[config.mk]
export PLATFORM = sky130hd
export DESIGN_NAME = id_stage
export DESIGN_NICKNAME = d
export VERILOG_FILES = /design/src/source/id_pkg.sv /design/src/source/inst_decoder.sv /design/src/source/pair_check.sv /design/src/source/issue_reg.sv /design/src/source/id_stage.sv
export SDC_FILE = /design/constraint.sdc
export NUM_CORES = 1
export LEC_CHECK = 0
export ABC_AREA = 1
export BUFFER_PORTS_ARGS = -buffer_cell sky130_fd_sc_hd__buf_2
export CORE_AREA = 10 10 241 243
export DETAILED_ROUTE_END_ITERATION = 7
export DIE_AREA = 0 0 251 253
export PLACE_DENSITY = 0.53
export SYNTH_ARGS = -nofsm -noshare
export SYNTH_HDL_FRONTEND = slang
export SYNTH_SLANG_ARGS = --single-unit
[constraint.sdc]
create_clock -name clk -period 1.5 [get_ports clk]
set_input_delay 0.075 -clock clk [delete_from_list [all_inputs] [get_ports clk]]
set_output_delay 0.075 -clock clk [all_outputs]
set_load 0.02 [all_outputs]
[src/source/id_pkg.sv]
package id_pkg;

  localparam int xlen = 32;
  localparam int reg_addr_w = 5;

  // major opcode, inst[31:26]
  localparam logic [5:0] op_alu    = 6'h00;
  localparam logic [5:0] op_lu12i  = 6'h05;
  localparam logic [5:0] op_pcaddu = 6'h07;
  localparam logic [5:0] op_mem    = 6'h0a;
  localparam logic [5:0] op_jirl   = 6'h13;
  localparam logic [5:0] op_b      = 6'h14;
  localparam logic [5:0] op_bl     = 6'h15;
  localparam logic [5:0] op_beq    = 6'h16;
  localparam logic [5:0] op_bne    = 6'h17;
  localparam logic [5:0] op_blt    = 6'h18;
  localparam logic [5:0] op_bge    = 6'h19;
  localparam logic [5:0] op_bltu   = 6'h1a;
  localparam logic [5:0] op_bgeu   = 6'h1b;

  // inst[25:22] under op_alu
  localparam logic [3:0] op2_reg   = 4'h0;
  localparam logic [3:0] op2_shift = 4'h1;
  localparam logic [3:0] op2_slti  = 4'h8;
  localparam logic [3:0] op2_sltui = 4'h9;
  localparam logic [3:0] op2_addi  = 4'ha;
  localparam logic [3:0] op2_andi  = 4'hd;
  localparam logic [3:0] op2_ori   = 4'he;
  localparam logic [3:0] op2_xori  = 4'hf;

  // inst[25:22] under op_mem
  localparam logic [3:0] op2_ld_b = 4'h0;
  localparam logic [3:0] op2_ld_h = 4'h1;
  localparam logic [3:0] op2_ld_w = 4'h2;
  localparam logic [3:0] op2_st_b = 4'h4;
  localparam logic [3:0] op2_st_h = 4'h5;
  localparam logic [3:0] op2_st_w = 4'h6;

  // inst[21:20]
  localparam logic [1:0] op3_shift = 2'h0;
  localparam logic [1:0] op3_reg   = 2'h1;

  // inst[19:15]
  localparam logic [4:0] op4_add  = 5'h00;
  localparam logic [4:0] op4_sub  = 5'h02;
  localparam logic [4:0] op4_slt  = 5'h04;
  localparam logic [4:0] op4_sltu = 5'h05;
  localparam logic [4:0] op4_nor  = 5'h08;
  localparam logic [4:0] op4_and  = 5'h09;
  localparam logic [4:0] op4_or   = 5'h0a;
  localparam logic [4:0] op4_xor  = 5'h0b;
  localparam logic [4:0] op4_sll  = 5'h0e;
  localparam logic [4:0] op4_srl  = 5'h0f;
  localparam logic [4:0] op4_sra  = 5'h10;
  localparam logic [4:0] op4_slli = 5'h01;
  localparam logic [4:0] op4_srli = 5'h09;
  localparam logic [4:0] op4_srai = 5'h11;

  // one-hot alu operation, bit positions
  typedef logic [11:0] alu_op_t;
  localparam int alu_add  = 0;
  localparam int alu_sub  = 1;
  localparam int alu_slt  = 2;
  localparam int alu_sltu = 3;
  localparam int alu_and  = 4;
  localparam int alu_nor  = 5;
  localparam int alu_or   = 6;
  localparam int alu_xor  = 7;
  localparam int alu_sll  = 8;
  localparam int alu_srl  = 9;
  localparam int alu_sra  = 10;
  localparam int alu_lui  = 11;

  // byte lane mask
  typedef logic [3:0] mem_width_t;
  localparam mem_width_t mem_word = 4'b1111;
  localparam mem_width_t mem_half = 4'b0011;
  localparam mem_width_t mem_byte = 4'b0001;
  localparam mem_width_t mem_none = 4'b0000;

  typedef struct packed {
    logic [xlen-1:0]       pc;
    alu_op_t               alu_op;
    mem_width_t            mem_width;
    logic                  mem_we;
    logic                  res_from_mem;
    logic                  may_jump;
    logic                  use_rj_value;
    logic                  use_less;
    logic                  need_less;
    logic                  use_zero;
    logic                  need_zero;
    logic                  src1_is_pc;
    logic                  src2_is_imm;
    logic                  src2_is_4;
    logic                  gr_we;
    logic [reg_addr_w-1:0] dest;
    logic [xlen-1:0]       imm;
    logic [xlen-1:0]       rj_value;
    logic [xlen-1:0]       rkd_value;
    // source addresses, compared against the older slot's dest
    logic [reg_addr_w-1:0] rj_addr;
    logic [reg_addr_w-1:0] rkd_addr;
    logic                  use_rj;
    logic                  use_rkd;
    logic                  is_ls;
    logic                  jmp_and_wr;
  } decoded_t;

endpackage

[src/source/inst_decoder.sv]
`timescale 1ns/1ps

module inst_decoder (
  input  logic [id_pkg::xlen-1:0]       inst,
  input  logic [id_pkg::xlen-1:0]       pc,
  output logic [id_pkg::reg_addr_w-1:0] raddr_j,
  output logic [id_pkg::reg_addr_w-1:0] raddr_kd,
  input  logic [id_pkg::xlen-1:0]       rdata_j,
  input  logic [id_pkg::xlen-1:0]       rdata_kd,
  output id_pkg::decoded_t              bundle
);

  logic [5:0] op_31_26;
  logic [3:0] op_25_22;
  logic [1:0] op_21_20;
  logic [4:0] op_19_15;
  logic [id_pkg::reg_addr_w-1:0] rd;
  logic [id_pkg::reg_addr_w-1:0] rj;
  logic [id_pkg::reg_addr_w-1:0] rk;
  logic [11:0] i12;
  logic [15:0] i16;
  logic [19:0] i20;
  logic [25:0] i26;

  logic is_alu_grp, is_mem_grp, is_reg3, is_shift_imm;
  logic inst_add, inst_sub, inst_slt, inst_sltu, inst_nor, inst_and, inst_or, inst_xor;
  logic inst_sll, inst_srl, inst_sra, inst_slli, inst_srli, inst_srai;
  logic inst_slti, inst_sltui, inst_addi, inst_andi, inst_ori, inst_xori;
  logic inst_ld_b, inst_ld_h, inst_ld_w, inst_st_b, inst_st_h, inst_st_w;
  logic inst_jirl, inst_b, inst_bl, inst_beq, inst_bne, inst_blt, inst_bge;
  logic inst_bltu, inst_bgeu, inst_lu12i, inst_pcaddu;
  logic is_alu_rr, is_alu_ri, is_load, is_store, is_cmp_branch;
  logic need_ui5, need_si12, need_ui12, need_si16, need_si20, need_si26;
  id_pkg::alu_op_t alu_op;
  id_pkg::mem_width_t mem_width;
  logic [id_pkg::xlen-1:0] imm;

  assign op_31_26 = inst[31:26];
  assign op_25_22 = inst[25:22];
  assign op_21_20 = inst[21:20];
  assign op_19_15 = inst[19:15];
  assign rd  = inst[4:0];
  assign rj  = inst[9:5];
  assign rk  = inst[14:10];
  assign i12 = inst[21:10];
  assign i16 = inst[25:10];
  assign i20 = inst[24:5];
  // offs[15:0] sits above offs[25:16]
  assign i26 = {inst[9:0], inst[25:10]};

  assign is_alu_grp   = op_31_26 == id_pkg::op_alu;
  assign is_mem_grp   = op_31_26 == id_pkg::op_mem;
  assign is_reg3      = is_alu_grp & (op_25_22 == id_pkg::op2_reg) & (op_21_20 == id_pkg::op3_reg);
  assign is_shift_imm = is_alu_grp & (op_25_22 == id_pkg::op2_shift)
                        & (op_21_20 == id_pkg::op3_shift);

  assign inst_add  = is_reg3 & (op_19_15 == id_pkg::op4_add);
  assign inst_sub  = is_reg3 & (op_19_15 == id_pkg::op4_sub);
  assign inst_slt  = is_reg3 & (op_19_15 == id_pkg::op4_slt);
  assign inst_sltu = is_reg3 & (op_19_15 == id_pkg::op4_sltu);
  assign inst_nor  = is_reg3 & (op_19_15 == id_pkg::op4_nor);
  assign inst_and  = is_reg3 & (op_19_15 == id_pkg::op4_and);
  assign inst_or   = is_reg3 & (op_19_15 == id_pkg::op4_or);
  assign inst_xor  = is_reg3 & (op_19_15 == id_pkg::op4_xor);
  assign inst_sll  = is_reg3 & (op_19_15 == id_pkg::op4_sll);
  assign inst_srl  = is_reg3 & (op_19_15 == id_pkg::op4_srl);
  assign inst_sra  = is_reg3 & (op_19_15 == id_pkg::op4_sra);
  assign inst_slli = is_shift_imm & (op_19_15 == id_pkg::op4_slli);
  assign inst_srli = is_shift_imm & (op_19_15 == id_pkg::op4_srli);
  assign inst_srai = is_shift_imm & (op_19_15 == id_pkg::op4_srai);

  assign inst_slti  = is_alu_grp & (op_25_22 == id_pkg::op2_slti);
  assign inst_sltui = is_alu_grp & (op_25_22 == id_pkg::op2_sltui);
  assign inst_addi  = is_alu_grp & (op_25_22 == id_pkg::op2_addi);
  assign inst_andi  = is_alu_grp & (op_25_22 == id_pkg::op2_andi);
  assign inst_ori   = is_alu_grp & (op_25_22 == id_pkg::op2_ori);
  assign inst_xori  = is_alu_grp & (op_25_22 == id_pkg::op2_xori);

  assign inst_ld_b = is_mem_grp & (op_25_22 == id_pkg::op2_ld_b);
  assign inst_ld_h = is_mem_grp & (op_25_22 == id_pkg::op2_ld_h);
  assign inst_ld_w = is_mem_grp & (op_25_22 == id_pkg::op2_ld_w);
  assign inst_st_b = is_mem_grp & (op_25_22 == id_pkg::op2_st_b);
  assign inst_st_h = is_mem_grp & (op_25_22 == id_pkg::op2_st_h);
  assign inst_st_w = is_mem_grp & (op_25_22 == id_pkg::op2_st_w);

  assign inst_jirl   = op_31_26 == id_pkg::op_jirl;
  assign inst_b      = op_31_26 == id_pkg::op_b;
  assign inst_bl     = op_31_26 == id_pkg::op_bl;
  assign inst_beq    = op_31_26 == id_pkg::op_beq;
  assign inst_bne    = op_31_26 == id_pkg::op_bne;
  assign inst_blt    = op_31_26 == id_pkg::op_blt;
  assign inst_bge    = op_31_26 == id_pkg::op_bge;
  assign inst_bltu   = op_31_26 == id_pkg::op_bltu;
  assign inst_bgeu   = op_31_26 == id_pkg::op_bgeu;
  assign inst_lu12i  = (op_31_26 == id_pkg::op_lu12i) & ~inst[25];
  assign inst_pcaddu = (op_31_26 == id_pkg::op_pcaddu) & ~inst[25];

  assign is_alu_rr = inst_add | inst_sub | inst_slt | inst_sltu | inst_nor | inst_and
                     | inst_or | inst_xor | inst_sll | inst_srl | inst_sra;
  assign is_alu_ri = inst_slti | inst_sltui | inst_addi | inst_andi | inst_ori | inst_xori
                     | inst_slli | inst_srli | inst_srai;
  assign is_load       = inst_ld_b | inst_ld_h | inst_ld_w;
  assign is_store      = inst_st_b | inst_st_h | inst_st_w;
  assign is_cmp_branch = inst_beq | inst_bne | inst_blt | inst_bge | inst_bltu | inst_bgeu;

  // branches compare through the alu
  assign alu_op[id_pkg::alu_add]  = inst_add | inst_addi | is_load | is_store | inst_jirl
                                    | inst_bl | inst_pcaddu;
  assign alu_op[id_pkg::alu_sub]  = inst_sub | inst_beq | inst_bne;
  assign alu_op[id_pkg::alu_slt]  = inst_slt | inst_slti | inst_blt | inst_bge;
  assign alu_op[id_pkg::alu_sltu] = inst_sltu | inst_sltui | inst_bltu | inst_bgeu;
  assign alu_op[id_pkg::alu_and]  = inst_and | inst_andi;
  assign alu_op[id_pkg::alu_nor]  = inst_nor;
  assign alu_op[id_pkg::alu_or]   = inst_or | inst_ori;
  assign alu_op[id_pkg::alu_xor]  = inst_xor | inst_xori;
  assign alu_op[id_pkg::alu_sll]  = inst_sll | inst_slli;
  assign alu_op[id_pkg::alu_srl]  = inst_srl | inst_srli;
  assign alu_op[id_pkg::alu_sra]  = inst_sra | inst_srai;
  assign alu_op[id_pkg::alu_lui]  = inst_lu12i;

  assign need_ui5  = inst_slli | inst_srli | inst_srai;
  assign need_si12 = inst_addi | inst_slti | inst_sltui | is_load | is_store;
  assign need_ui12 = inst_andi | inst_ori | inst_xori;
  assign need_si16 = inst_jirl | is_cmp_branch;
  assign need_si20 = inst_lu12i | inst_pcaddu;
  assign need_si26 = inst_b | inst_bl;

  assign imm = need_si20 ? {i20, 12'b0} :
               need_ui5  ? {27'b0, rk} :
               need_si26 ? {{6{i26[25]}}, i26} :
               need_si16 ? {{16{i16[15]}}, i16} :
               need_ui12 ? {20'b0, i12} :
               need_si12 ? {{20{i12[11]}}, i12} : '0;

  assign mem_width = (inst_ld_w | inst_st_w) ? id_pkg::mem_word :
                     (inst_ld_h | inst_st_h) ? id_pkg::mem_half :
                     (inst_ld_b | inst_st_b) ? id_pkg::mem_byte : id_pkg::mem_none;

  // stores and two-register branches read rd as second source
  assign raddr_j  = rj;
  assign raddr_kd = (is_store | is_cmp_branch) ? rd : rk;

  always_comb
  begin
    bundle.pc           = pc;
    bundle.alu_op       = alu_op;
    bundle.mem_width    = mem_width;
    bundle.mem_we       = is_store;
    bundle.res_from_mem = is_load;
    bundle.may_jump     = is_cmp_branch | inst_jirl | inst_b | inst_bl;
    bundle.use_rj_value = inst_jirl;
    bundle.use_less     = inst_blt | inst_bge | inst_bltu | inst_bgeu;
    bundle.need_less    = inst_blt | inst_bltu;
    bundle.use_zero     = inst_beq | inst_bne;
    bundle.need_zero    = inst_beq;
    bundle.src1_is_pc   = inst_jirl | inst_bl | inst_pcaddu;
    bundle.src2_is_imm  = is_alu_ri | is_load | is_store | inst_lu12i | inst_pcaddu;
    bundle.src2_is_4    = inst_jirl | inst_bl;
    bundle.gr_we        = is_alu_rr | is_alu_ri | is_load | inst_jirl | inst_bl
                          | inst_lu12i | inst_pcaddu;
    bundle.dest         = inst_bl ? id_pkg::reg_addr_w'(1) : rd;
    bundle.imm          = imm;
    bundle.rj_value     = rdata_j;
    bundle.rkd_value    = rdata_kd;
    bundle.rj_addr      = raddr_j;
    bundle.rkd_addr     = raddr_kd;
    bundle.use_rj       = is_alu_rr | is_alu_ri | is_load | is_store | inst_jirl | is_cmp_branch;
    bundle.use_rkd      = is_alu_rr | is_store | is_cmp_branch;
    bundle.is_ls        = |mem_width;
    bundle.jmp_and_wr   = inst_jirl | inst_bl;
  end

endmodule

[src/source/pair_check.sv]
`timescale 1ns/1ps

module pair_check (
  input  id_pkg::decoded_t bundle0,
  input  id_pkg::decoded_t bundle1,
  input  logic             inst0_valid,
  input  logic             inst1_valid,
  input  logic             exe_ready,
  output logic             issue1_ok,
  output logic [1:0]       pop
);

  logic raw_hazard;
  logic both_ls;
  logic link_after_ls;

  // r0 writes never create a dependency
  assign raw_hazard = bundle0.gr_we & (|bundle0.dest)
                      & ((bundle1.use_rj & (bundle0.dest == bundle1.rj_addr))
                      | (bundle1.use_rkd & (bundle0.dest == bundle1.rkd_addr)));

  // single memory port in execute
  assign both_ls = bundle0.is_ls & bundle1.is_ls;

  assign link_after_ls = bundle1.jmp_and_wr & bundle0.is_ls;

  always_comb
  begin
    issue1_ok = inst0_valid & inst1_valid & ~(raw_hazard | both_ls | link_after_ls);
    pop[0]    = inst0_valid & exe_ready;
    pop[1]    = issue1_ok & exe_ready;
  end

endmodule

[src/source/issue_reg.sv]
`timescale 1ns/1ps

module issue_reg (
  input  logic             clk,
  input  logic             rst_n,
  input  logic             flush,
  input  logic             exe_ready,
  input  id_pkg::decoded_t in_bundle0,
  input  id_pkg::decoded_t in_bundle1,
  input  logic             in_valid0,
  input  logic             in_valid1,
  output id_pkg::decoded_t exe_bundle0,
  output id_pkg::decoded_t exe_bundle1,
  output logic             exe_valid0,
  output logic             exe_valid1
);

  always_ff @(posedge clk)
  begin
    if (!rst_n || flush)
    begin
      exe_valid0 <= 1'b0;
      exe_valid1 <= 1'b0;
    end
    else if (exe_ready)
    begin
      exe_valid0 <= in_valid0;
      exe_valid1 <= in_valid1;
    end
  end

  always_ff @(posedge clk)
  begin
    if (exe_ready)
    begin
      exe_bundle0 <= in_bundle0;
      exe_bundle1 <= in_bundle1;
    end
  end

  // slot 1 never issues alone
  a_slot1_needs_slot0: assert property (@(posedge clk) disable iff (!rst_n)
    exe_valid1 |-> exe_valid0);

  a_flush_clears: assert property (@(posedge clk) disable iff (!rst_n)
    flush |=> (!exe_valid0 && !exe_valid1));

  // held pair stays put until execute takes it
  a_stall_holds: assert property (@(posedge clk) disable iff (!rst_n)
    (!exe_ready && !flush) |=> ($stable(exe_valid0) && $stable(exe_valid1)
      && $stable(exe_bundle0) && $stable(exe_bundle1)));

endmodule

[src/source/id_stage.sv]
`timescale 1ns/1ps

module id_stage (
  input  logic                          clk,
  input  logic                          rst_n,
  input  logic [id_pkg::xlen-1:0]       inst0,
  input  logic [id_pkg::xlen-1:0]       inst1,
  input  logic [id_pkg::xlen-1:0]       pc0,
  input  logic [id_pkg::xlen-1:0]       pc1,
  input  logic                          inst0_valid,
  input  logic                          inst1_valid,
  output logic [1:0]                    pop,
  output logic [id_pkg::reg_addr_w-1:0] read_addr0,
  output logic [id_pkg::reg_addr_w-1:0] read_addr1,
  output logic [id_pkg::reg_addr_w-1:0] read_addr2,
  output logic [id_pkg::reg_addr_w-1:0] read_addr3,
  input  logic [id_pkg::xlen-1:0]       read_data0,
  input  logic [id_pkg::xlen-1:0]       read_data1,
  input  logic [id_pkg::xlen-1:0]       read_data2,
  input  logic [id_pkg::xlen-1:0]       read_data3,
  output id_pkg::decoded_t              exe_bundle0,
  output id_pkg::decoded_t              exe_bundle1,
  output logic                          exe_valid0,
  output logic                          exe_valid1,
  input  logic                          exe_ready,
  input  logic                          flush
);

  id_pkg::decoded_t bundle0;
  id_pkg::decoded_t bundle1;
  logic issue1_ok;

  // older instruction, read ports 0 and 1
  inst_decoder slot0 (
    .inst     (inst0),
    .pc       (pc0),
    .raddr_j  (read_addr0),
    .raddr_kd (read_addr1),
    .rdata_j  (read_data0),
    .rdata_kd (read_data1),
    .bundle   (bundle0)
  );

  inst_decoder slot1 (
    .inst     (inst1),
    .pc       (pc1),
    .raddr_j  (read_addr2),
    .raddr_kd (read_addr3),
    .rdata_j  (read_data2),
    .rdata_kd (read_data3),
    .bundle   (bundle1)
  );

  pair_check pairing (
    .bundle0     (bundle0),
    .bundle1     (bundle1),
    .inst0_valid (inst0_valid),
    .inst1_valid (inst1_valid),
    .exe_ready   (exe_ready),
    .issue1_ok   (issue1_ok),
    .pop         (pop)
  );

  issue_reg issue (
    .clk         (clk),
    .rst_n       (rst_n),
    .flush       (flush),
    .exe_ready   (exe_ready),
    .in_bundle0  (bundle0),
    .in_bundle1  (bundle1),
    .in_valid0   (inst0_valid),
    .in_valid1   (issue1_ok),
    .exe_bundle0 (exe_bundle0),
    .exe_bundle1 (exe_bundle1),
    .exe_valid0  (exe_valid0),
    .exe_valid1  (exe_valid1)
  );

endmodule

* Word level (Yosys, flattened, before mapping)
Cells that the tools add are included.
W data, S select, Z words.
** Operators by class
- Eq/ne operators :: 74
- Muxes and demuxes :: 21
- Bitwise operators :: 250
- Reduce and logical (&&, ||, !) cells :: 15
** Operators by type and width (count)
- $mux W32 :: 12
- $or A1 B1 Y1 :: 173
- $eq A6 B5 Y1 const B :: 18
- $and A1 B1 Y1 :: 74
- $eq A5 B4 Y1 const B :: 12
- $eq A4 B4 Y1 const B :: 12
- $eq A4 B3 Y1 const B :: 6
- $eq A6 B3 Y1 const B :: 4
- $eq A5 B3 Y1 const B :: 4
- $eq A5 B5 Y1 const B :: 4
- $mux W4 :: 4
- $mux W5 :: 3
- $eq A6 B4 Y1 const B :: 2
- $logic_not A6 Y1 :: 2
- $eq A5 B1 Y1 const B :: 2
- $eq A5 B2 Y1 const B :: 2
- $eq A5 B5 Y1 :: 2
- $logic_not A5 Y1 :: 2
- $eq A4 B1 Y1 const B :: 2
- $eq A4 B2 Y1 const B :: 2
- $logic_not A4 Y1 :: 2
- $reduce_or A4 Y1 :: 2
- $reduce_or A5 Y1 :: 1
- $eq A2 B1 Y1 const B :: 2
- 6 further kinds :: 11
** Word-level totals
- Bits in registers :: 350
- Input port bits :: 262
- Output and inout port bits :: 374

* Logic depth before layout (Yosys ltp)
Gate-level depths: netlist of run 1.
- Word-level depth :: 27
- Depth in mapped cells :: 16
- Gate-level depth less buffers :: 16

* Cells and area by module
Synthesis of run 1 repeated with hierarchy kept, for this count alone.
** Unflattened totals
- Cells, all modules :: 1184
- Area total of the unflattened synthesis :: 14990.6 µm²
** Modules (own cells, without submodules)
- issue_reg :: times used 1, cells each 361, area each 10586.4 µm², sequential area each 10550.1 µm²
- inst_decoder :: times used 2, cells each 379, area each 2073.2 µm², sequential area each 0.0 µm²
- pair_check :: times used 1, cells each 65, area each 257.7 µm², sequential area each 0.0 µm²

* Worst setup path after synthesis of run 1
No wires, ideal clock.
- Path kind :: in2reg
- Start :: input port inst1[27] (netlist name)
- End :: register, netlist name issue.exe_bundle1[93]
- Data arrival time :: 1.203 ns
- Required time :: 1.236 ns
- Slack :: 0.033 ns
- Stages :: 11
- Cells stage by stage :: buf_4 nor2_1 nand3_4 inv_2 nand3_1 inv_1 o21ai_2 o211ai_2 buf_4 o21ai_0 o21ai_0
** RTL lines
- start: declaration :: RTL line id_stage.sv:7 : input logic [id_pkg::xlen-1:0] inst1,

* Final worst setup path of run 1
- Start :: input port inst1[28] (netlist name)
- End :: output port pop[1]
** Between the ends
- Word-level cells in the longest chain between the ends :: 27
- Elaborated cells between the ends (all ways) :: 96
- Classes of those cells :: eq/ne: 10; mux: 4; bitwise: 80; reduce/logical: 2
** RTL lines
- $logic_not A6 Y1 :: RTL line inst_decoder.sv:51 : assign is_alu_grp = op_31_26 == id_pkg::op_alu;
- $and A1 B1 Y1 (2 in series) :: RTL line inst_decoder.sv:53 : assign is_reg3 = is_alu_grp & (op_25_22 == id_pkg::op2_reg) & (op_21_20 == id_pkg::op3_reg);
- $and A1 B1 Y1, on equally long branches :: RTL line inst_decoder.sv:57, inst_decoder.sv:58
- $or A1 B1 Y1 (5 in series) :: RTL line inst_decoder.sv:98 : assign is_alu_rr = inst_add | inst_sub | inst_slt | inst_sltu | inst_nor | inst_and
- $or A1 B1 Y1 (5 in series) :: RTL line inst_decoder.sv:99 : | inst_or | inst_xor | inst_sll | inst_srl | inst_sra;
- $or A1 B1 Y1 (5 in series) :: RTL line inst_decoder.sv:167 : bundle.use_rj = is_alu_rr | is_alu_ri | is_load | is_store | inst_jirl | is_cmp_branch;
- $and A1 B1 Y1 :: RTL line pair_check.sv:19 : & ((bundle1.use_rj & (bundle0.dest == bundle1.rj_addr))
- $or A1 B1 Y1 :: RTL line pair_check.sv:20 : | (bundle1.use_rkd & (bundle0.dest == bundle1.rkd_addr)));
- $and A1 B1 Y1 :: RTL line pair_check.sv:19
- $or A1 B1 Y1 :: RTL line pair_check.sv:29 : issue1_ok = inst0_valid & inst1_valid & ~(raw_hazard | both_ls | link_after_ls);
- $or A1 B1 Y1 * :: RTL line pair_check.sv:29
- $not A1 Y1 * :: RTL line pair_check.sv:29
- $and A1 B1 Y1 * :: RTL line pair_check.sv:29
- $and A1 B1 Y1 * :: RTL line pair_check.sv:31 : pop[1] = issue1_ok & exe_ready;
- end: declaration :: RTL line id_stage.sv:12 : output logic [1:0] pop,
Every way passes the cells marked *; elsewhere a longest branch is shown, timed or not.

==> results of run 1 <==
## Yosys cell counts, drive strengths merged
cell and n:
edfxtp 346, nand2 116, inv 113, nor2 92, o21ai 71, nand3 47, buf 31, nor3 20
nand4 8, o221ai 6, a21oi 5, clkbuf 5, o211ai 5, a22o 4, nor4 3, xor2 3
dfxtp 2, o32ai 2, a31oi 1, a32o 1, and2 1, nand3b 1, o2111ai 1, o21bai 1
o311ai 1, o31a 1, o31ai 1, o41ai 1, or4 1
## power by group through the flow
| stage | clock [mW] | combinational [mW] | sequential (mW) |
|---|---|---|---|
| detailed placement | 0 | 3.43 | 11.9 |
| CTS | 9.75 | 4.09 | 11.7 |
| global route | 10.2 | 4.38 | 11.8 |
| global placement | 0 | 3.42 | 11.9 |
| floorplan | 0 | 0.461 | 12.9 |
| finish | 9.46 | 4.11 | 11.7 |
## timing repair
item                                    in CTS  in global routing
buffers inserted                            37                 10
resized for setup                          120                 78
endpoints found under the hold margin      250                  0
endpoints found under the setup margin       7                 17
hold buffers                               237                  0
pin swaps                                   35                 53
gates cloned                                 2                  0
## cell families after synthesis
group / count (synthesis) / synth area share, %
flip-flops: 348 / 79.25
AND/OR/NAND/NOR: 289 / 10.74
buffers and inverters: 149 / 5.172
AO/OA/AOI/OAI: 101 / 4.630
XOR/XNOR: 3 / 0.1997
## cell usage in the layout (no fill, tap or decap), types with 7 or more instances in the layout
master	instances
sky130_fd_sc_hd__o21ai_1	12
sky130_fd_sc_hd__dlygate4sd3_1	237
sky130_fd_sc_hd__nor2_2	13
sky130_fd_sc_hd__buf_12	11
sky130_fd_sc_hd__nor2_1	62
sky130_fd_sc_hd__edfxtp_1	346
sky130_fd_sc_hd__buf_2	613
sky130_fd_sc_hd__inv_1	91
sky130_fd_sc_hd__clkbuf_1	8
sky130_fd_sc_hd__nand4_1	7
sky130_fd_sc_hd__o21ai_0	48
sky130_fd_sc_hd__nand3_1	22
sky130_fd_sc_hd__nand3_2	19
sky130_fd_sc_hd__clkbuf_16	43
sky130_fd_sc_hd__nand2_2	25
sky130_fd_sc_hd__buf_6	28
sky130_fd_sc_hd__inv_2	18
sky130_fd_sc_hd__nor3_1	10
sky130_fd_sc_hd__clkinv_1	10
sky130_fd_sc_hd__nand2_4	15
sky130_fd_sc_hd__buf_4	237
sky130_fd_sc_hd__nor2_4	16
sky130_fd_sc_hd__nand2_1	75
sky130_fd_sc_hd__nor3_2	7
## worst reg2reg max path: cells and delay by family, from the launching register on
family / cells / cell delay, ps
AND/OR/NAND/NOR: 1 / 70
flip-flops: 1 / 320
AO/OA/AOI/OAI: 1 / 120
## sequential cells by signal (all words and copies together), names as in the netlist
name               flops
issue.exe_valid0       1
issue.exe_valid1       1
issue.exe_bundle0    173
issue.exe_bundle1    173
## layout make-up
type,count,area share [%]
Sequential cell,348,44.54
Timing Repair Buffer,1130,33.34
Multi-Input combinational cell,394,11.08
Clock buffer,51,4.724
Tap cell,696,3.719
Inverter,113,1.886
Clock inverter,19,0.6412
Antenna cell,6,0.06412
## layer usage
layer | routed length (um) | track usage [%] | part of all wire, %
met1 | 20490 | 17.86 | 35
met2 | 30480 | 32.14 | 52
met3 | 6051 | 7.523 | 10
met4 | 1586 | 5.318 | 2.7
met5 | 75 | 0 | 0.13
## metrics by stage
step | cell area, um2 | total power, mW | setup TNS (ps) | hold WS (ps)
after global routing | 23410 | 26.33 | -1021 | 16.34
after CTS | 23090 | 25.56 | -907.3 | 6.951
after global placement | 18710 | 15.32 | -22130 | 251.1
after floorplan | 13160 | 13.33 | 0 | 173.9
after detailed placement | 18710 | 15.34 | -24300 | 253.2
final | 23420 | 25.30 | -468.5 | 43.45
## final timing paths
| check | endpoint | slack (ps) | cells after the start |
|---|---|---|---|
| setup reg to reg | issue.exe_valid1 | 930 | 2 |
| hold reg to reg | issue.exe_valid0 | 470 | 2 |
| setup / recovery | pop[1] | -210 | 16 |
| hold / removal | issue.exe_bundle0[133] | 40 | 2 |
==> impl_results.rst, run 1 <==
.. list-table::
   :header-rows: 1

   * - Metric
     - Value
   * - Status
     - complete, but fails checks
   * - Clock root buffer
     - sky130_fd_sc_hd__clkbuf_16
   * - Crit-path most repeated cell
     - sky130_fd_sc_hd__nand2_2
   * - HPWL after DPL
     - 45.02 mm
   * - Vias after detailed routing
     - 11720
   * - Violated checks
     - negative setup slack
   * - Post-detailed-routing wire length
     - 58.69 mm
   * - Ys Warns
     - 0
   * - Launch point of the critical path
     - inst1[28]
   * - Min-Delay Path Class
     - input port to register
   * - Critical-path cell list
     - buf_6 -> inv_6 -> nand2_4 -> nor2_4 -> nand3_4 -> buf_6 -> nand3_1 -> nand3_2 -> nand2_2 -> nor2_2 -> nand3_1 -> nand2_2 -> nand2_2 -> nand2_2 -> inv_2 -> buf_6
   * - Tcrit/Tclk final
     - 114.2%
   * - Portion of the post-synthesis area used by sequential elements
     - 79.25%
   * - Data arrival time of the critical path
     - 1640 ps
   * - Count of unresolved DRC violations after routing
     - 0
   * - Launch instance of the worst min-delay path
     - inst0[27]
   * - Worst setup SP type
     - input port
   * - Top Ports
     - 636
   * - Total number of nets in the final design
     - 2290
   * - Final weighted congestion in routability-driven placement
     - 0.8809
   * - Required time at the endpoint of the critical path
     - 1420 ps
   * - Area share of the largest cell type after synthesis
     - 78.95%
   * - Total area of multi-input combinational cells
     - 0.002594 mm2
   * - Area inside the core boundary
     - 0.05328 mm2
   * - Comb pwr share
     - 16.3%
   * - Kind of cell adding the most delay to the critical path
     - simple AND/OR/NAND/NOR gates
   * - Maximum cell stage delay along the critical path
     - 210 ps
   * - Critical Path End Type
     - output pin
   * - Buf/Inv on CP
     - 5
   * - Synthesized flop and latch total
     - 348
   * - Power share of the sequential group
     - 46.3%
   * - Count of final max-slew check failures
     - 0
   * - Total setup violations reported at the end of the flow
     - 9
   * - Die boundary height
     - 253 um
   * - Number of buffers inserted during clock tree synthesis
     - 41
   * - Net Sw Power
     - 6.588 mW
   * - Net count of the mapped netlist
     - 1152
   * - Core Util, Final
     - 43.95%
   * - Relative contribution of the clock network to total power
     - 37.4%
   * - Total iterations of the first detailed-routing run
     - 5
   * - Detailed router's first-iteration violation count
     - 573
   * - Remaining global-route overflow
     - 0
   * - Tmin final
     - 1712 ps
   * - Start-to-end type of the worst setup path
     - input port to output pin
   * - Startpoint of the worst register-to-register path
     - issue.exe_valid1
   * - Count of different cell masters after synthesis
     - 49
   * - Smallest setup slack after layout
     - -212.4 ps
   * - Horizontal extent of the die
     - 251 um
   * - Initial standard-cell utilization of the core
     - 24.70%
   * - Share of post-route cells with drive strength above 1
     - 53.14%
   * - Power Dens Cells
     - 1080 mW/mm2
   * - Clock-pin slew on the worst setup and hold paths
     - 60 ps
   * - Number of antenna violations at the first check in global routing
     - 13
   * - Global-route wire length before repair
     - 83.68 mm
   * - Static Leak
     - 10.46 nW
   * - Via count normalized by instance count
     - 4.250
   * - Count of input and output buffers
     - 635
   * - Post-Synthesis Cells
     - 890
   * - Row cnt
     - 85
   * - Relative area change from synthesis to final layout
     - 77.92%
   * - Unrepaired setup endpoints after global routing
     - true
   * - Remaining antenna violation count
     - 0
   * - H-tree depth
     - 2
   * - Largest net degree at the start of global routing
     - 41
   * - Largest area contributor in the netlist
     - sky130_fd_sc_hd__edfxtp_1
   * - Setup clock skew after layout
     - 0 ps
   * - Int Pwr
     - 18.71 mW
   * - Via count of the first global-routing pass
     - 12920
   * - Maximum fanout along the worst path
     - 6
   * - Area of the die
     - 0.06350 mm2
   * - Inst Count DP
     - 2401
   * - Drt wl/cell
     - 21.29 um
   * - Combined global-route utilization of all metal layers
     - 17.61%
   * - Finished Layout Cells
     - 2757
   * - Biggest area contributors in the synthesized netlist
     - sky130_fd_sc_hd__edfxtp_1 (79%), sky130_fd_sc_hd__nand2_1 (3.1%), sky130_fd_sc_hd__inv_1 (2.8%), sky130_fd_sc_hd__nor2_1 (2.3%), sky130_fd_sc_hd__o21ai_0 (2.1%)
   * - Maximum vdd drop
     - 1192 uV
   * - Max_slew headroom
     - 51.78%
   * - Final-layout fill cell count
     - 4951
   * - Area occupied by registers
     - 0.01043 mm2
   * - Critical-path top delay cell
     - sky130_fd_sc_hd__nand3_4
   * - Highest clock frequency the design can meet
     - 584.0 MHz
   * - Number of buffers on the longest clock path
     - 3
   * - Number of max-capacitance violations reported
     - 0
   * - Mean area per synthesized cell
     - 14.79 um2
   * - Clk sink count
     - 348
   * - Final hold violation count
     - 0
   * - Clock tree from TritonCTS
     - built
   * - Transition time at the pin with the least slew margin
     - 714.0 ps
   * - Post-placement worst setup slack
     - -479.7 ps
   * - Insertion delay of the later-clocked pin in the worst-skew pair
     - 540 ps
   * - Cell area after synthesis
     - 0.01316 mm2
   * - Sw Share
     - 26.04%
(Power assumes the default switching activity.)
==> inputs of run 2 (changes only) <==
- CELL_PAD_IN_SITES_DETAIL_PLACEMENT: not set -> 1
- CELL_PAD_IN_SITES_GLOBAL_PLACEMENT: not set -> 1
- CORE_AREA: 10 10 241 243 -> 10 10 240 242
- DIE_AREA: 0 0 251 253 -> 0 0 250 252
- PLACE_DENSITY: 0.53 -> 0.65
==> run 2 against run 1 <==
- the run still ends with negative setup slack left
- sequential power is essentially flat
- die area shrank 0.79%
- clock-buffer cell count grew 1
- combinational power grew 2%
- design area shrank 0.20%
- cell count shrank 0.47%
- core utilization grew 0.61 points
- largest power group unchanged
- maximum frequency shrank 4.3%
==> impl_results.rst, run 2 (synthesis gave the netlist of run 1 again) <==
.. list-table::
   :header-rows: 1

   * - Metric
     - Value
   * - Count of input and output buffers
     - 635
   * - Setup clock skew after layout
     - 0 ps
   * - Number of buffers on the longest clock path
     - 3
   * - Worst setup SP type
     - input port
   * - Registers with the most flip-flops
     - issue.exe_bundle0: 173 flops, issue.exe_bundle1: 173 flops
   * - Number of buffers inserted during clock tree synthesis
     - 40
   * - Total number of nets in the final design
     - 2283
   * - Required time at the endpoint of the critical path
     - 1420 ps
   * - Area of the die
     - 0.06300 mm2
   * - Via count of the first global-routing pass
     - 13890
   * - Most frequent cells in the layout
     - sky130_fd_sc_hd__buf_2 (616), sky130_fd_sc_hd__edfxtp_1 (346), sky130_fd_sc_hd__dlygate4sd3_1 (239)
   * - Initial standard-cell utilization of the core
     - 25.09%
   * - Power Dens Cells
     - 1098 mW/mm2
   * - Max_slew headroom
     - 48.63%
   * - Count of final max-slew check failures
     - 0
   * - Core Util, Final
     - 44.56%
   * - H-tree depth
     - 2
   * - Largest net degree at the start of global routing
     - 63
   * - Static Leak
     - 10.44 nW
   * - Number of antenna violations at the first check in global routing
     - 12
   * - Highest clock frequency the design can meet
     - 558.8 MHz
   * - Global-route wire length before repair
     - 93.77 mm
   * - Share of post-route cells with drive strength above 1
     - 52.36%
   * - Commonest non-fill, non-tap cell in the layout
     - sky130_fd_sc_hd__buf_2
   * - Maximum vdd drop
     - 681.9 uV
   * - Die boundary height
     - 252 um
   * - Violated checks
     - negative setup slack
   * - Combined global-route utilization of all metal layers
     - 19.86%
   * - Detailed router's first-iteration violation count
     - 699
   * - Status
     - complete, but fails checks
   * - Final weighted congestion in routability-driven placement
     - 0.8372
   * - Start-to-end type of the worst setup path
     - input port to output pin
   * - Maximum fanout along the worst path
     - 3
   * - Transition time at the pin with the least slew margin
     - 760.6 ps
   * - Unrepaired setup endpoints after global routing
     - true
   * - Clock root buffer
     - sky130_fd_sc_hd__clkbuf_16
   * - Count of unresolved DRC violations after routing
     - 0
   * - Top Ports
     - 636
   * - Remaining antenna violation count
     - 0
   * - Post-detailed-routing wire length
     - 65.64 mm
   * - Relative area change from synthesis to final layout
     - 77.56%
   * - Clock tree from TritonCTS
     - built
   * - Total iterations of the first detailed-routing run
     - 5
   * - Drt wl/cell
     - 23.92 um
   * - Number of max-capacitance violations reported
     - 0
   * - Smallest setup slack after layout
     - -289.4 ps
   * - Tmin final
     - 1789 ps
   * - Clock-pin slew on the worst setup and hold paths
     - 50 ps
   * - Total setup violations reported at the end of the flow
     - 5
   * - Insertion delay of the later-clocked pin in the worst-skew pair
     - 550 ps
   * - Area inside the core boundary
     - 0.05245 mm2
   * - Row cnt
     - 84
   * - Final hold violation count
     - 0
   * - Tcrit/Tclk final
     - 119.3%
   * - Clk sink count
     - 348
   * - Vias after detailed routing
     - 12140
   * - Data arrival time of the critical path
     - 1710 ps
   * - Via count normalized by instance count
     - 4.424
   * - Min-Delay Path Class
     - input port to register
   * - Final Instance Area
     - 0.02337 mm2
   * - HPWL after DPL
     - 46.94 mm
   * - Horizontal extent of the die
     - 250 um
   * - Remaining global-route overflow
     - 0
   * - Post-DP Area
     - 0.01869 mm2
   * - Critical Path End Type
     - output pin
==> run 2: changes by cell type in the layout (fill, tap and decap cells not counted), moves of 6 or more <==
cell / before / now
sky130_fd_sc_hd__nand3_1: 22 / 33
sky130_fd_sc_hd__clkinv_2: 1 / 7
sky130_fd_sc_hd__o21ai_2: 6 / 12
sky130_fd_sc_hd__nand2_1: 75 / 83
sky130_fd_sc_hd__buf_4: 237 / 222
sky130_fd_sc_hd__o21ai_0: 48 / 40
sky130_fd_sc_hd__nand3_2: 19 / 8
==> run 2: worst paths after layout <==
check,from,end,slack (ps),depth (start not counted)
max,inst0[22],pop[1],-290,15
min,inst1[1],issue.exe_bundle1[5],40,4
max reg2reg,issue.exe_valid1,issue.exe_valid1,910,2
min reg2reg,issue.exe_valid0,issue.exe_valid0,480,2
==> run 2: repair_timing <==
item,in CTS,in global routing
gates resized for setup,139,53
setup buffers,40,2
setup endpoints to repair,6,44
pin swaps,40,15
hold buffers,239,0
cloned,4,1
hold endpoints to repair,268,0
==> run 2: worst max-delay path: stages <==
cell and delay, ps:
sky130_fd_sc_hd__buf_2 110, sky130_fd_sc_hd__inv_2 50, sky130_fd_sc_hd__buf_4 140, sky130_fd_sc_hd__nor2_1 170
sky130_fd_sc_hd__nand4_1 170, sky130_fd_sc_hd__nor2_1 210, sky130_fd_sc_hd__o31a_1 210, sky130_fd_sc_hd__nor2_2 60
sky130_fd_sc_hd__nand3_2 90, sky130_fd_sc_hd__nand2_1 70, sky130_fd_sc_hd__inv_2 50, sky130_fd_sc_hd__nand2_2 60
sky130_fd_sc_hd__nand2_2 70, sky130_fd_sc_hd__inv_2 40, sky130_fd_sc_hd__buf_6 120
==> run 2: metrics by stage <==
step / total power, mW / hold slack, ps / cells / setup TNS, ps / worst slack, ps
after floorplan: 13.33 / 173.9 / 890 / 0 / 32.98
after global placement: 15.29 / 251.1 / 2388 / -21400 / -524.1
after detailed placement: 15.38 / 253.3 / 2388 / -24190 / -576.8
after CTS: 25.78 / 0.05607 / 2743 / -805.7 / -226.8
after global routing: 26.62 / 11.30 / 2742 / -1207 / -393.7
final: 25.67 / 40.01 / 2744 / -516.8 / -289.4
==> run 2: power breakdown <==
| part | switching (mW) | internal [mW] | leakage (nW) |
|---|---|---|---|
| Clock | 4.10 | 5.58 | 0.618 |
| Combinational | 2.53 | 1.69 | 6.45 |
| Sequential | 0.260 | 11.5 | 3.37 |
| Total | 6.89 | 18.8 | 10.4 |
==> run 2: area by class of cell <==
cell class / instances / area [um2]
fill: 5698 / 29080
sequential: 348 / 10430
timing repair buffer: 1124 / 7859
multi-input combinational: 394 / 2499
clock buffer: 52 / 1067
tap: 688 / 860.8
inverter: 113 / 441.7
clock inverter: 22 / 202.7
antenna: 3 / 7.507
==> run 2: metal layers <==
metal	routed length (um)	vias up	track usage (%)
met1	22790	6099	19.80
met2	36380	489	38.95
li1	-	5437	-
met5	70	-	0
met3	4816	103	6.191
met4	1588	12	4.991
==> inputs of run 3 (changes only) <==
--- a/constraint.sdc
+++ b/constraint.sdc
@@ -3,2 +3,2 @@
 set_output_delay 0.075 -clock clk [all_outputs]
-set_load 0.02 [all_outputs]
+set_load 0.01 [all_outputs]
==> run 3 against run 2 <==
- the flow still finishes with violations (negative setup slack)
- clock power down 3.5%
- highest routed layer unchanged
- register-to-register slack about the same
- setup slack better by 55 ps
- worst hold slack improved by 0.85 ps
- wire length decreased by 2.6%
- global-route usage fell by 0.63 points
- critical endpoint is now issue.exe_valid1
==> impl_results.rst, run 3 (synthesis gave the netlist of run 1 again) <==
.. list-table::
   :header-rows: 1

   * - Metric
     - Value
   * - Min-Delay Path Class
     - input port to register
   * - Static Leak
     - 10.30 nW
   * - Via count normalized by instance count
     - 4.350
   * - Commonest non-fill, non-tap cell in the layout
     - sky130_fd_sc_hd__buf_2
   * - Clk sink count
     - 348
   * - Count of unresolved DRC violations after routing
     - 0
   * - Drt wl/cell
     - 23.37 um
   * - Finished Layout Cells
     - 2737
   * - Insertion delay of the later-clocked pin in the worst-skew pair
     - 530 ps
   * - Die boundary height
     - 252 um
   * - Top Ports
     - 636
   * - Registers with the most flip-flops
     - issue.exe_bundle0: 173 flops, issue.exe_bundle1: 173 flops
   * - Highest clock frequency the design can meet
     - 576.6 MHz
   * - Most frequent cells in the layout
     - sky130_fd_sc_hd__buf_2 (623), sky130_fd_sc_hd__edfxtp_1 (346), sky130_fd_sc_hd__dlygate4sd3_1 (239)
   * - Global-route wire length before repair
     - 90.76 mm
   * - Initial standard-cell utilization of the core
     - 25.09%
   * - Inst Count DP
     - 2386
   * - Remaining global-route overflow
     - 0
   * - Power Dens Cells
     - 1070 mW/mm2
   * - Number of max-capacitance violations reported
     - 0
   * - Remaining antenna violation count
     - 0
   * - Post-detailed-routing wire length
     - 63.96 mm
   * - Critical Path End Type
     - register
   * - Start-to-end type of the worst setup path
     - input port to register
   * - Worst setup SP type
     - input port
   * - Count of input and output buffers
     - 635
   * - Data arrival time of the critical path
     - 2200 ps
   * - Max_slew headroom
     - 50.35%
   * - Share of post-route cells with drive strength above 1
     - 51.96%
   * - Area of the die
     - 0.06300 mm2
   * - Area inside the core boundary
     - 0.05245 mm2
   * - Overall power after layout
     - 24.65 mW
   * - Total setup violations reported at the end of the flow
     - 7
   * - Number of antenna violations at the first check in global routing
     - 10
   * - Vias after detailed routing
     - 11910
   * - Largest net degree at the start of global routing
     - 74
   * - Maximum fanout along the worst path
     - 7
   * - Final Instance Area
     - 0.02304 mm2
   * - Final setup TNS
     - -1158 ps
   * - Row cnt
     - 84
   * - Number of buffers inserted during clock tree synthesis
     - 40
   * - Status
     - complete, but fails checks
   * - Final weighted congestion in routability-driven placement
     - 0.8557
   * - Required time at the endpoint of the critical path
     - 1970 ps
   * - Unrepaired setup endpoints after global routing
     - true
   * - Detailed router's first-iteration violation count
     - 612
   * - Smallest setup slack after layout
     - -234.4 ps
   * - Final hold violation count
     - 0
   * - Transition time at the pin with the least slew margin
     - 735.1 ps
   * - Relative area change from synthesis to final layout
     - 75.05%
   * - Tcrit/Tclk final
     - 115.6%
   * - Total number of nets in the final design
     - 2277
   * - Violated checks
     - negative setup slack
   * - Tmin final
     - 1734 ps
   * - HPWL after DPL
     - 47.36 mm
   * - Total iterations of the first detailed-routing run
     - 5
   * - Via count of the first global-routing pass
     - 13420
   * - Clock root buffer
     - sky130_fd_sc_hd__clkbuf_16
   * - Clock tree from TritonCTS
     - built
   * - Number of buffers on the longest clock path
     - 3
   * - Setup clock skew after layout
     - 0 ps
   * - Horizontal extent of the die
     - 250 um
   * - Post-DP Area
     - 0.01864 mm2
   * - Maximum vdd drop
     - 664.7 uV
   * - Count of final max-slew check failures
     - 0
   * - Clock-pin slew on the worst setup and hold paths
     - 60 ps
   * - Combined global-route utilization of all metal layers
     - 19.24%
   * - H-tree depth
     - 2
[run 3: cell count changes in the layout (fill, tap and decap cells not counted), moves of 5 or more]
cell and change:
sky130_fd_sc_hd__nand3_1 -5, sky130_fd_sc_hd__o21ai_0 +10, sky130_fd_sc_hd__buf_2 +7, sky130_fd_sc_hd__buf_4 +7, sky130_fd_sc_hd__buf_6 -9, sky130_fd_sc_hd__buf_12 -5
sky130_fd_sc_hd__nand3_2 +5
[run 3: worst paths after layout]
path,startpoint,depth (start not counted),slack (ps),to
setup / recovery,inst1[22],18,-230,issue.exe_valid1
hold / removal,inst1[28],5,40,issue.exe_bundle1[123]
setup reg to reg,issue.exe_valid1,2,910,issue.exe_valid1
hold reg to reg,issue.exe_valid0,2,480,issue.exe_valid0
[run 3: timing repair]
action | in CTS | in global routing
cloned | 2 | 0
hold buffers | 238 | 1
hold endpoints to repair | 267 | 1
resized for setup | 106 | 24
pin swaps | 38 | 21
buffers inserted | 27 | 7
endpoints found under the setup margin | 6 | 18
[run 3: layout make-up]
type	instances	area [um2]
flip-flops and latches	348	10430
diodes	5	12.51
clock buffers	47	1027
repair buffers	1118	7632
inverters	113	431.7
well taps	688	860.8
clock inverters	24	191.4
multi-input cells	394	2451
fillers	5724	29410
[run 3: per-layer routing]
layer,vias to the layer above,global-route usage (%),share of wire (%),wire (um)
met5,-,0,0.12,74
met4,10,5.645,2.7,1727
met3,105,6.857,8.3,5340
met2,499,36.53,55,34910
met1,5879,19.32,34,21910
li1,5412,-,-,-
[run 3: power breakdown]
| group | internal [mW] | total [mW] | switching [mW] |
|---|---|---|---|
| Clock | 5.26 | 9.34 | 4.07 |
| Sequential | 11.5 | 11.8 | 0.258 |
| Combinational | 1.64 | 3.54 | 1.91 |
| Total | 18.4 | 24.6 | 6.24 |
[run 3: metrics by stage]
stage	util, %	setup slack (ps)	hold slack, ps
finish	43.93	-234.4	40.86
CTS	43.60	-189.7	2.683
floorplan	-	32.98	173.9
global route	43.92	-361.2	33.10
global placement	35.54	-406.0	251.5
detailed placement	35.54	-490.1	253.4
[run 3: worst max-delay path, stage by stage]
cell,delay [ps]
sky130_fd_sc_hd__buf_2,150
sky130_fd_sc_hd__nand2_2,70
sky130_fd_sc_hd__inv_1,90
sky130_fd_sc_hd__nor2_4,50
sky130_fd_sc_hd__nand3_4,200
sky130_fd_sc_hd__nand2_8,110
sky130_fd_sc_hd__buf_6,140
sky130_fd_sc_hd__nand3b_1,190
sky130_fd_sc_hd__o21bai_4,170
sky130_fd_sc_hd__nand2_2,90
sky130_fd_sc_hd__nand2_2,80
sky130_fd_sc_hd__nand2_2,60
sky130_fd_sc_hd__buf_4,140
sky130_fd_sc_hd__buf_4,120
sky130_fd_sc_hd__buf_4,120
sky130_fd_sc_hd__buf_4,120
sky130_fd_sc_hd__buf_4,120
sky130_fd_sc_hd__a21oi_2,100
